**src/logic/dump_cfg_pkg.sv**
```systemverilog
/*
 * flash dump configuration
 * word and address sizes of the spi flash, the read command
 * and helpers that turn clock rates into cycle counts
 */

package dump_cfg_pkg;

	// one flash word, also one console character
	localparam int word_bits = 8;
	// bytes of address sent after the command
	localparam int addr_words = 3;

	typedef logic [word_bits*addr_words-1:0] flash_addr_t;
	typedef logic [word_bits-1:0] flash_word_t;

	// standard serial read command
	localparam flash_word_t flash_cmd_read = 8'h03;

	// --------------------
	// divider helpers
	// --------------------

	// main clock cycles per serial bit
	function automatic int cycles_per_bit(input int main_hz, input int target_hz);
		return main_hz / target_hz;
	endfunction

	// main clock cycles per half period of the flash clock, at least one
	function automatic int half_period_cycles(input int main_hz, input int target_hz);
		int n;
		n = main_hz / (2 * target_hz);
		return (n < 1) ? 1 : n;
	endfunction

endpackage

```
**src/logic/console_pkg.sv**
```systemverilog
/*
 * console line definitions
 * ascii codes of the dump line, the line length
 * and the states of the dump sequencer
 */

package console_pkg;

	// --------------------
	// characters
	// --------------------
	localparam dump_cfg_pkg::flash_word_t char_space = 8'h20;
	localparam dump_cfg_pkg::flash_word_t char_one = 8'h31;
	localparam dump_cfg_pkg::flash_word_t char_zero = 8'h30;
	// carriage return, then line feed
	localparam dump_cfg_pkg::flash_word_t char_cr = 8'h0d;
	localparam dump_cfg_pkg::flash_word_t char_lf = 8'h0a;

	// raw byte, space, eight digits, cr, lf
	localparam int line_chars = 12;

	// --------------------
	// sequencer states
	// --------------------
	typedef enum logic [2:0] {
		pause,
		read_byte,
		send_raw,
		send_space,
		send_bit,
		send_cr,
		send_lf
	} dump_state_t;

endpackage

```
**src/logic/flash_word_if.sv**
```systemverilog
/*
 * flash word request channel
 * sequencer asks for one byte at an address,
 * the reader answers with the byte and a one cycle ready pulse
 */

`timescale 1ns/10ps

interface flash_word_if;

	// held high by the requester until word_ready
	logic enable;
	// stable while enable is high
	dump_cfg_pkg::flash_addr_t addr;
	// valid in the word_ready cycle
	dump_cfg_pkg::flash_word_t data;
	logic word_ready;

	modport requester (
		output enable,
		output addr,
		input data,
		input word_ready
	);

	modport reader (
		input enable,
		input addr,
		output data,
		output word_ready
	);

endinterface

```
**src/logic/serial_char_if.sv**
```systemverilog
/*
 * serial character channel
 * sequencer offers one character, the transmitter takes it
 * while idle and pulses word_finished after the stop bit
 */

`timescale 1ns/10ps

interface serial_char_if;

	// held high together with a stable char
	logic enable;
	dump_cfg_pkg::flash_word_t char;
	// transmitter idle level
	logic ready;
	// last cycle of the stop bit
	logic word_finished;

	modport source (
		output enable,
		output char,
		input ready,
		input word_finished
	);

	modport sink (
		input enable,
		input char,
		output ready,
		output word_finished
	);

endinterface

```
**src/logic/dump_sequencer.sv**
```systemverilog
/*
 * dump sequencer
 * pauses, fetches one flash byte and sends it as a console line:
 * raw byte, space, eight binary digits msb first, cr, lf
 */

`timescale 1ns/10ps

module dump_sequencer #(
	parameter int PAUSE_CYCLES = 6_750_000
) (
	input logic clk27,
	input logic rst,
	flash_word_if.requester flash,
	serial_char_if.source console
);

	localparam int pause_w = $clog2(PAUSE_CYCLES + 1);
	localparam logic [pause_w-1:0] pause_last = pause_w'(PAUSE_CYCLES - 1);
	localparam int idx_w = $clog2(dump_cfg_pkg::word_bits);

	console_pkg::dump_state_t state;
	dump_cfg_pkg::flash_addr_t addr_q;
	dump_cfg_pkg::flash_word_t byte_q;
	logic [idx_w-1:0] bit_idx;
	logic [pause_w-1:0] pause_ctr;

	// --------------------
	// state machine
	// --------------------
	always_ff @(posedge clk27 or posedge rst) begin
		if (rst) begin
			state <= console_pkg::pause;
			addr_q <= '0;
			bit_idx <= '0;
			pause_ctr <= '0;
		end else begin
			case (state)
				console_pkg::pause: begin
					if (pause_ctr == pause_last) begin
						state <= console_pkg::read_byte;
					end else begin
						pause_ctr <= pause_ctr + 1'b1;
					end
				end
				console_pkg::read_byte: begin
					// byte captured, next line reads the next address
					if (flash.word_ready) begin
						addr_q <= addr_q + 1'b1;
						state <= console_pkg::send_raw;
					end
				end
				console_pkg::send_raw: begin
					if (console.word_finished) begin
						state <= console_pkg::send_space;
					end
				end
				console_pkg::send_space: begin
					if (console.word_finished) begin
						// highest bit first
						bit_idx <= idx_w'(dump_cfg_pkg::word_bits - 1);
						state <= console_pkg::send_bit;
					end
				end
				console_pkg::send_bit: begin
					if (console.word_finished) begin
						if (bit_idx == '0) begin
							state <= console_pkg::send_cr;
						end else begin
							bit_idx <= bit_idx - 1'b1;
						end
					end
				end
				console_pkg::send_cr: begin
					if (console.word_finished) begin
						state <= console_pkg::send_lf;
					end
				end
				console_pkg::send_lf: begin
					// line done, start a fresh pause
					if (console.word_finished) begin
						pause_ctr <= '0;
						state <= console_pkg::pause;
					end
				end
				default: begin
					state <= console_pkg::pause;
				end
			endcase
		end
	end

	// byte of the current line
	always_ff @(posedge clk27) begin
		if (state == console_pkg::read_byte && flash.word_ready) begin
			byte_q <= flash.data;
		end
	end

	// --------------------
	// outputs
	// --------------------
	assign flash.enable = (state == console_pkg::read_byte);
	assign flash.addr = addr_q;
	assign console.enable = (state != console_pkg::pause) && (state != console_pkg::read_byte);

	always_comb begin
		case (state)
			console_pkg::send_raw: console.char = byte_q;
			console_pkg::send_bit: console.char = byte_q[bit_idx] ?
				console_pkg::char_one : console_pkg::char_zero;
			console_pkg::send_cr: console.char = console_pkg::char_cr;
			console_pkg::send_lf: console.char = console_pkg::char_lf;
			default: console.char = console_pkg::char_space;
		endcase
	end

	// flash access and console output never overlap
	a_one_channel: assert property (@(posedge clk27) disable iff (rst)
		!(flash.enable && console.enable));

	// char held while the transmitter is busy with it
	a_char_stable: assert property (@(posedge clk27) disable iff (rst)
		console.enable && !console.ready && !console.word_finished |=> $stable(console.char));

endmodule

```
**src/logic/flash_dump_top.sv**
```systemverilog
/*
 * flash dump top level
 * reads the spi flash byte by byte and prints each byte
 * as one line on the serial console
 */

`timescale 1ns/10ps

module flash_dump_top #(
	parameter int MAIN_CLK_HZ = 27_000_000,
	parameter int FLASH_CLK_HZ = 10_000_000,
	parameter int SERIAL_CLK_HZ = 115_200,
	// 250 ms at the main clock
	parameter int PAUSE_CYCLES = 6_750_000
) (
	input logic clk27,
	input logic rst,
	input logic flash_in,
	output logic serial_tx,
	output logic flash_clk,
	output logic flash_sel,
	output logic flash_out
);

	// sequencer to flash reader
	flash_word_if flash_bus ();
	// sequencer to serial transmitter
	serial_char_if char_bus ();

	dump_sequencer #(
		.PAUSE_CYCLES(PAUSE_CYCLES)
	) dump_sequencer_i (
		.clk27(clk27),
		.rst(rst),
		.flash(flash_bus.requester),
		.console(char_bus.source)
	);

	spi_flash_reader #(
		.MAIN_CLK_HZ(MAIN_CLK_HZ),
		.FLASH_CLK_HZ(FLASH_CLK_HZ)
	) spi_flash_reader_i (
		.clk27(clk27),
		.rst(rst),
		.flash_in(flash_in),
		.req(flash_bus.reader),
		.flash_clk(flash_clk),
		.flash_sel(flash_sel),
		.flash_out(flash_out)
	);

	uart_tx #(
		.MAIN_CLK_HZ(MAIN_CLK_HZ),
		.SERIAL_CLK_HZ(SERIAL_CLK_HZ)
	) uart_tx_i (
		.clk27(clk27),
		.rst(rst),
		.tx(char_bus.sink),
		.serial_tx(serial_tx)
	);

endmodule

```
**src/logic/spi_flash_reader.sv**
```systemverilog
/*
 * spi flash reader
 * runs one read command (0x03 + 24 bit address) in mode 0,
 * msb first, and returns the single data byte that follows
 */

`timescale 1ns/10ps

module spi_flash_reader #(
	parameter int MAIN_CLK_HZ = 27_000_000,
	parameter int FLASH_CLK_HZ = 10_000_000
) (
	input logic clk27,
	input logic rst,
	input logic flash_in,
	flash_word_if.reader req,
	output logic flash_clk,
	output logic flash_sel,
	output logic flash_out
);

	localparam int half_cycles = dump_cfg_pkg::half_period_cycles(MAIN_CLK_HZ, FLASH_CLK_HZ);
	localparam int half_w = (half_cycles > 1) ? $clog2(half_cycles) : 1;
	// command byte plus address bytes
	localparam int cmd_bits = dump_cfg_pkg::word_bits * (dump_cfg_pkg::addr_words + 1);
	// whole frame, 40 bits
	localparam int frame_bits = cmd_bits + dump_cfg_pkg::word_bits;
	localparam int ctr_w = $clog2(frame_bits);
	localparam logic [half_w-1:0] half_last = half_w'(half_cycles - 1);
	localparam logic [ctr_w-1:0] bit_last = ctr_w'(frame_bits - 1);
	localparam logic [ctr_w-1:0] read_first = ctr_w'(cmd_bits);

	logic [half_w-1:0] half_ctr;
	logic [ctr_w-1:0] bit_ctr;
	logic [cmd_bits-1:0] cmd_shift;
	dump_cfg_pkg::flash_word_t data_shift;
	logic sel_q;
	logic clk_q;
	logic ready_q;
	logic half_done;
	logic sample_en;

	// end of a half period while selected
	assign half_done = !sel_q && (half_ctr == half_last);
	// rising edge of flash_clk during the data byte
	assign sample_en = half_done && !clk_q && (bit_ctr >= read_first);

	always_ff @(posedge clk27 or posedge rst) begin
		if (rst) begin
			sel_q <= 1'b1;
			clk_q <= 1'b0;
			ready_q <= 1'b0;
			half_ctr <= '0;
			bit_ctr <= '0;
			cmd_shift <= '0;
		end else begin
			// ready is a single cycle pulse
			ready_q <= 1'b0;
			if (sel_q) begin
				// skip the pulse cycle, enable is still high there
				if (req.enable && !ready_q) begin
					sel_q <= 1'b0;
					clk_q <= 1'b0;
					half_ctr <= '0;
					bit_ctr <= '0;
					cmd_shift <= {dump_cfg_pkg::flash_cmd_read, req.addr};
				end
			end else if (half_done) begin
				half_ctr <= '0;
				if (!clk_q) begin
					// rising edge, flash samples our bit
					clk_q <= 1'b1;
				end else begin
					// falling edge, next bit out or end of frame
					clk_q <= 1'b0;
					if (bit_ctr == bit_last) begin
						sel_q <= 1'b1;
						ready_q <= 1'b1;
					end else begin
						bit_ctr <= bit_ctr + 1'b1;
						cmd_shift <= {cmd_shift[cmd_bits-2:0], 1'b0};
					end
				end
			end else begin
				half_ctr <= half_ctr + 1'b1;
			end
		end
	end

	// incoming data byte, msb first
	always_ff @(posedge clk27) begin
		if (sample_en) begin
			data_shift <= {data_shift[dump_cfg_pkg::word_bits-2:0], flash_in};
		end
	end

	assign flash_clk = clk_q;
	assign flash_sel = sel_q;
	// zero once the command and address have gone out
	assign flash_out = cmd_shift[cmd_bits-1];
	assign req.data = data_shift;
	assign req.word_ready = ready_q;

	// mode 0 bus idles with the clock low
	a_clk_idle_low: assert property (@(posedge clk27) disable iff (rst)
		flash_sel |-> !flash_clk);

	a_ready_pulse: assert property (@(posedge clk27) disable iff (rst)
		req.word_ready |=> !req.word_ready);

endmodule

```
**src/logic/uart_tx.sv**
```systemverilog
/*
 * asynchronous serial transmitter
 * sends one 8n1 character per request, low bit first
 */

`timescale 1ns/10ps

module uart_tx #(
	parameter int MAIN_CLK_HZ = 27_000_000,
	parameter int SERIAL_CLK_HZ = 115_200
) (
	input logic clk27,
	input logic rst,
	serial_char_if.sink tx,
	output logic serial_tx
);

	localparam int bit_time = dump_cfg_pkg::cycles_per_bit(MAIN_CLK_HZ, SERIAL_CLK_HZ);
	localparam int ctr_w = (bit_time > 1) ? $clog2(bit_time) : 1;
	// start bit, data bits, stop bit
	localparam int frame_len = dump_cfg_pkg::word_bits + 2;
	localparam int idx_w = $clog2(frame_len);
	localparam logic [ctr_w-1:0] cycle_last = ctr_w'(bit_time - 1);
	localparam logic [idx_w-1:0] bit_last = idx_w'(frame_len - 1);

	logic busy;
	logic [ctr_w-1:0] cycle_ctr;
	logic [idx_w-1:0] bit_idx;
	logic [frame_len-1:0] frame;
	logic bit_end;

	// last cycle of the current bit
	assign bit_end = busy && (cycle_ctr == cycle_last);

	always_ff @(posedge clk27 or posedge rst) begin
		if (rst) begin
			busy <= 1'b0;
			cycle_ctr <= '0;
			bit_idx <= '0;
			// all ones keeps the line at mark level
			frame <= '1;
		end else if (!busy) begin
			if (tx.enable) begin
				busy <= 1'b1;
				cycle_ctr <= '0;
				bit_idx <= '0;
				frame <= {1'b1, tx.char, 1'b0};
			end
		end else if (bit_end) begin
			cycle_ctr <= '0;
			// shift in ones behind the stop bit
			frame <= {1'b1, frame[frame_len-1:1]};
			if (bit_idx == bit_last) begin
				busy <= 1'b0;
			end else begin
				bit_idx <= bit_idx + 1'b1;
			end
		end else begin
			cycle_ctr <= cycle_ctr + 1'b1;
		end
	end

	assign serial_tx = frame[0];
	assign tx.ready = !busy;
	// end of the stop bit, next start bit may follow right after
	assign tx.word_finished = bit_end && (bit_idx == bit_last);

	// finish only ends a running transfer, idle follows it
	a_finish_then_idle: assert property (@(posedge clk27) disable iff (rst)
		tx.word_finished |-> !tx.ready ##1 tx.ready);

endmodule

```
**config.mk**
```make
export PLATFORM = sky130hd
export DESIGN_NAME = flash_dump_top
export DESIGN_NICKNAME = d
export VERILOG_FILES = /design/src/logic/dump_cfg_pkg.sv /design/src/logic/console_pkg.sv /design/src/logic/flash_word_if.sv /design/src/logic/serial_char_if.sv /design/src/logic/dump_sequencer.sv /design/src/logic/flash_dump_top.sv /design/src/logic/spi_flash_reader.sv /design/src/logic/uart_tx.sv
export SDC_FILE = /design/constraint.sdc
export NUM_CORES = 1
export LEC_CHECK = 0
export BUFFER_PORTS_ARGS = -buffer_cell sky130_fd_sc_hd__buf_2
export CAP_MARGIN = 20
export CORE_ASPECT_RATIO = 1.75
export CORE_MARGIN = 2
export CORE_UTILIZATION = 60
export DETAILED_ROUTE_END_ITERATION = 16
export HOLD_SLACK_MARGIN = 0.03
export PLACE_DENSITY = 0.76
export RECOVER_POWER = 25
export SLEW_MARGIN = 25
export SYNTH_ARGS = -nofsm -noshare
export SYNTH_HDL_FRONTEND = slang
export SYNTH_HIERARCHICAL = 1
export SYNTH_SLANG_ARGS = --single-unit
```
**constraint.sdc**
```tcl
create_clock -name clk27 -period 7.1 [get_ports clk27]
set_input_delay 0.355 -clock clk27 [delete_from_list [all_inputs] [get_ports clk27]]
set_output_delay 0.355 -clock clk27 [all_outputs]
set_load 0.01 [all_outputs]
```
## Word-level counts from Yosys, hierarchy flattened

Index checks and enable logic that the tools add are counted.

- Mux-type cells: 56
- Equal/unequal tests: 25
- Bitwise operators: 1
- Magnitude comparators: 2
- $add $sub $neg: 7
- Reduce and logical (&&, ||, !) cells: 27

Operators with widths:

| cell | number |
|---|---|
| $mux 32 | 5 |
| $mux 23 | 2 |
| $pmux 23 s2 | 1 |
| $mux 3 | 11 |
| $pmux 8 s4 | 1 |
| $mux 10 | 3 |
| $mux 6 | 5 |
| $add 24x1->24 const B | 1 |
| $mux 8 | 3 |
| $add 23x1->23 const B | 1 |
| $eq 23x23->1 const B | 1 |
| $ne 2x2->1 const B | 11 |
| $pmux 3 s7 | 1 |
| $mux 1 | 18 |
| $mux 4 | 4 |
| $reduce_bool 2->1 | 5 |
| $eq 3x3->1 const B | 3 |
| $add 8x1->8 const B | 1 |
| $eq 8x8->1 const B | 1 |
| $logic_and 1x1->1 | 8 |
| $reduce_and 4->1 | 2 |
| $reduce_and 8->1 | 1 |
| $add 6x1->6 const B | 1 |
| $eq 3x2->1 const B | 2 |
| other kinds (18) | 26 |

- Flip-flop bits (word level): 134
- Input port bits: 3
- Output and inout bits: 4
- Word-level logic and storage cells: 134

## Depth between registers and ports, before layout

- Word-level depth: 6
- Gate-level depth with buffers: 9
- Depth with buffers taken out: 9

## By module

Netlist, hierarchy kept.

By module, submodules not included:

| module | seq. area each (um^2) | times used | cells an instance | area each (um^2) |
|---|---|---|---|---|
| dump_sequencer | 1566.5 | 1 | 320 | 3164.3 |
| spi_flash_reader | 1292.5 | 1 | 239 | 2466.1 |
| uart_tx | 561.8 | 1 | 120 | 1302.5 |

## Worst setup path after synthesis

OpenSTA, ideal clock, no wires.

- Kind: register to register
- From: reg spi_flash_reader_i.sel_q (netlist: spi_flash_reader_i/flash_sel)
- To: reg spi_flash_reader_i.data_shift[0] (netlist: spi_flash_reader_i/req.data[0]) (enable)
- Setup time: 0.398 ns
- Data required time: 6.702 ns
- Path buffers: 3
- Path slack: 4.836 ns
- Cell stages (with the launch flop): 5
- Period minus slack after synthesis: 2.264 ns
- Arrival: 1.866 ns
- Cells stage by stage: dfstp_2 > clkbuf_1 > buf_2 > buf_2 > nor4b_1

- Longest elaborated chain between the ends: 4

Ends and longest elaborated chain:

| item | line | text |
|---|---|---|
| from (decl) | spi_flash_reader.sv:37 | `logic sel_q;` |
| from (signal assigned) | spi_flash_reader.sv:50 | `sel_q <= 1'b1;` |
| from (signal assigned) | spi_flash_reader.sv:62 | `sel_q <= 1'b0;` |
| from (signal assigned) | spi_flash_reader.sv:77 | `sel_q <= 1'b1;` |
| $logic_not 1->1 | spi_flash_reader.sv:44 | `assign half_done = !sel_q && (half_ctr == half_last);` |
| $logic_and 1x1->1 | spi_flash_reader.sv:44 |  |
| $logic_and 1x1->1 (2 in series) | spi_flash_reader.sv:46 | `assign sample_en = half_done && !clk_q && (bit_ctr >= read_first);` |
| named net spi_flash_reader_i.sample_en | spi_flash_reader.sv:41 | `logic sample_en;` |
| to (signal assigned) | spi_flash_reader.sv:93 | `data_shift <= {data_shift[dump_cfg_pkg::word_bits-2:0], flash_in};` |
| to (decl) | spi_flash_reader.sv:36 | `dump_cfg_pkg::flash_word_t data_shift;` |

The timed path passes the listed nets, and every way through them passes these cells.
A chain may end at the register's enable or synchronous reset.

## Final worst setup path

- From: reg spi_flash_reader_i.sel_q (netlist: spi_flash_reader_i/flash_sel)
- To: reg spi_flash_reader_i.cmd_shift[30]

- Longest elaborated chain between the ends: 4
- Elaborated cells on any way between the ends: 8
- Those cells by class: eq/ne: 2; mux: 1; reduce/logical: 5

Ends and longest elaborated chain:

| item | line | text |
|---|---|---|
| $logic_not 1->1 | spi_flash_reader.sv:44 |  |
| $logic_and 1x1->1 | spi_flash_reader.sv:44 |  |
| $reduce_bool 2->1 (no line) | - |  |
| $reduce_and 4->1 (no line) | - |  |
| to (signal assigned) | spi_flash_reader.sv:66 | `cmd_shift <= {dump_cfg_pkg::flash_cmd_read, req.addr};` |
| to (signal assigned) | spi_flash_reader.sv:81 | `cmd_shift <= {cmd_shift[cmd_bits-2:0], 1'b0};` |
| to (decl) | spi_flash_reader.sv:35 | `logic [cmd_bits-1:0] cmd_shift;` |

Parallel ways exist; a longest one is shown, timed or not.

==> results <==
- In the final routed layout, each cell accounts on average for 17.8 µm.
- The critical path launch point is spi_flash_reader_i/flash_sel.
- The largest driver fanout on the critical path is 60.
- The required time at the endpoint of the critical path is 7.39 ns.
- The first global-routing pass estimated 24900 µm of wire.
- The number of global-route vias before repair was 5243.
- Of the total power, the share spent switching nets is 0.202.
- The primary flip-flop cell chosen by synthesis mapping is dfrtp_1.
- The internal portion of the total power is 1.33 mW.
- In the global route stage, overall resource usage came out at 0.249.
- The worst setup timing slack at the placement stage is 3.99 ns.
- In the layout the commonest cells are 107 x dfrtp_1, 52 x nor2_1, 50 x nand2_1.
- After floorplanning, the core was divided into 52 placement rows.
- The detailed-route DRC error count is 0.
- The post-synth net total is 692.
- The clock net sink count is 133.
- The region available for standard cell placement spans 11400 µm².
- The final estimated routing congestion in global placement is 0.830.
- The cell count after synthesis is 679.
- The share of total power dissipated in sequential elements is 0.461.
- The number of gates resized after cts is 0.
- The library cell used most frequently in the layout, excluding fill and tap cells, is dfrtp_1.
- In the final layout, the share of cells above drive strength 1 is 0.135.
- The area of the die is 12500 µm².
- The start-to-end type of the worst setup path is reg -> reg.
- The number of buffers added by the clock tree synthesis step is 17.
- Setup repair after global routing left no endpoint under its margin.
- The worst min-delay path class is in -> reg.
- Setup violations remaining at the end of the flow were counted as 0.
- TritonCTS built the clock tree.
- For this design the static power due to leakage is 3.34 nW.
- The number of top-level design ports is 7.
- The synthesized area divided by synthesized cell count is 10.2 µm².
- The initial core utilization is 0.609.
- The number of unique standard cell types used by synthesis is 70.
- STA classifies the critical path startpoint as a register.
- Of the synthesized area, sequential elements account for 0.493.
- The origin of the worst min-delay path is flash_in.
- The port buffer count is 6.
- The later pin in the worst-skew pair is clocked with a latency of 0.41 ns.
- The first routing iteration left 351 violations.
- The final-report max-slew violation count is 97.
- From synthesis to final layout, the design area changed by 9.22%.
- The final reports fail on capacitance limit, slew limit.
- The post-CTS setup buffer count is 0.
- The count of flip-flops with a built-in enable after synthesis is 16.
- The routed design could run at a clock period as short as 2.82 ns.
- Counting flops with an async set or reset pin after synthesis yields a share of 0.880.
- The net switching power figure is 0.337 mW.
- The number of nets in the layout is 676.
- The share of total power dissipated in combinational logic is 0.008.
- Across all layers, the routed design uses 5166 vias.
- At the pin with the least slew margin, the transition time is 2.35 ns.
- In the finished design, the share of the clock period the worst path needs comes to 0.397.
- The root buffer selected by CTS is clkbuf_16.
- The iteration count of the initial detailed-routing pass is 6.
- 0 antenna diodes ended up in the layout.
- The ratio of total power to cell area is 220 nW/µm².
- The detail-routed via count per cell is 6.37.
- The synthesized netlist occupies a cell area of 6930 µm².
- Entering global routing, the biggest net connects 61 pins.
- The final hold violation count is 0.
- The wire length after detailed routing is 14500 µm.
- The upper clock frequency limit is 355 MHz.
- Data arrives at the worst endpoint at 3.11 ns.
- The H-tree level count is 4.
- Clock-pin slew was measured on the worst setup and hold paths at 0.06 ns.
- STA classifies the critical path endpoint as a register.
- The number of antenna violations at the first check in global routing is 0.
- The remaining antenna violation count is 0.
- For this run, the number of Yosys warnings is 6.
- The longest clock path from root to sink contains 2 buffers.
- The maximum vdd drop is 0.000180 V.
- The die outline height is 146 µm.
- The setup TNS is 0 ns.
- The run finished, with violations left.
- After layout, the worst setup slack is 4.28 ns.
- Between clock sinks in the finished design, the worst skew comes to 0.0118 ns.
- The critical register-to-register path startpoint is spi_flash_reader_i/flash_sel.
- The tool flagged a number of max-cap violations equal to 2.
- The flop and latch count out of synthesis is 133.
- After clock tree synthesis, the flow added hold-fix buffers numbering 0.
- After global routing the overflow that remains totals 0.
- The relative max-transition margin is -0.577.
- The share of total power dissipated in the clock network is 0.530.
- In this run the horizontal extent of the chip is 85.3 µm.
- The wire-length estimate of the detail-placed layout is 9620 µm.
-- power by group through the flow --
stage	Combinational (mW)	Sequential [mW]	Clock [mW]
after global placement	0.0144	0.783	0
after detailed placement	0.0152	0.783	0
after floorplan	0.00975	0.783	0
final	0.0136	0.770	0.885
after global routing	0.0163	0.769	0.936
after CTS	0.0151	0.770	0.897
-- cells by family after synthesis --
kind of cell	after synthesis	synth area share
adder cells (fa/ha/maj)	10	0.0180
AO/OA/AOI/OAI	133	0.137
XOR/XNOR	29	0.0366
flip-flops	133	0.493
multiplexers	30	0.0507
AND/OR/NAND/NOR	275	0.219
buffers and inverters	69	0.0448
-- final timing paths --
check | end | slack (ns) | depth (start not counted)
worst max-delay path | spi_flash_reader_i/cmd_shift[30] | 4.28 | 4
worst min-delay path | spi_flash_reader_i/req.data[0] | 0.13 | 1
worst max register to register | spi_flash_reader_i/cmd_shift[30] | 4.28 | 4
worst min register to register | dump_sequencer_i/byte_q[7] | 0.44 | 0
max in group asynchronous | spi_flash_reader_i/cmd_shift[7] | 5.03 | 3
min in group asynchronous | uart_tx_i/bit_idx[2] | 0.19 | 2
-- layer usage --
layer / vias to the layer above / part of all wire / track usage
met2: 101 / 0.54 / 0.429
met1: 2578 / 0.40 / 0.293
li1: 2445 / - / -
met4: 0 / 0.033 / 0.120
met5: - / 0 / 0
met3: 42 / 0.023 / 0.0486
-- final cells by class --
type                    count  area (µm²)
multi-input cells         477        3230
clock inverters            12         154
well taps                 135         169
repair buffers             12        70.1
fillers                   845        3810
flip-flops and latches    133        3420
clock buffers              20         447
inverters                  22        83.8
-- worst max-delay path, stage by stage, from the launching register on --
cell and delay, ns:
dfstp_2 1.16, or3b_1 0.21, buf_4 0.34, a21o_2 0.57
mux2_2 0.40
-- metrics by stage --
stage / utilization / power, mW / hold WS (ns) / cell area, µm² / instances
2_1_floorplan: - / 0.793 / 0.338 / 6930 / 679
3_3_place_gp: 0.612 / 0.798 / 0.404 / 6970 / 779
3_5_place_dp: 0.612 / 0.799 / 0.407 / 6970 / 779
4_1_cts: 0.665 / 1.68 / 0.102 / 7570 / 811
5_1_grt: 0.665 / 1.72 / 0.112 / 7570 / 811
6_report: 0.665 / 1.67 / 0.132 / 7570 / 811
-- cell usage after synthesis (all sizes together) (3+ instances only) --
cell,instances,area share
and3,15,0.014
mux2,18,0.030
nor4,3,0.0027
dfrtp,107,0.39
o211ai,7,0.0076
a211oi,6,0.0065
xor2,14,0.018
nor2,53,0.029
buf,16,0.016
o31ai,12,0.013
dfstp,10,0.038
nand3b,6,0.0065
a221oi,23,0.029
edfxtp,16,0.069
nand3,43,0.031
a21oi,21,0.015
mux2i,10,0.014
o21ai,22,0.018
or4,8,0.0087
nor2b,32,0.029
clkbuf,31,0.017
a22oi,24,0.027
nand4,12,0.014
ha,10,0.018
nand2,50,0.027
nand4b,3,0.0081
or3,12,0.011
o22ai,3,0.0027
and3b,4,0.0051
nor3,12,0.0087
and4,4,0.0052
nand2b,7,0.0063
xnor2,15,0.019
inv,22,0.012
-- registers in the layout, indices dropped and copies added (netlist names), 4 cells and up --
| name | cells |
|---|---|
| dump_sequencer_i/flash.addr | 24 |
| uart_tx_i/cycle_ctr | 8 |
| spi_flash_reader_i/cmd_shift | 32 |
| uart_tx_i/frame | 9 |
| dump_sequencer_i/pause_ctr | 23 |
| dump_sequencer_i/byte_q | 8 |
| spi_flash_reader_i/req.data | 8 |
| spi_flash_reader_i/bit_ctr | 6 |
| uart_tx_i/bit_idx | 4 |
Power figures use the tool's default switching activity.
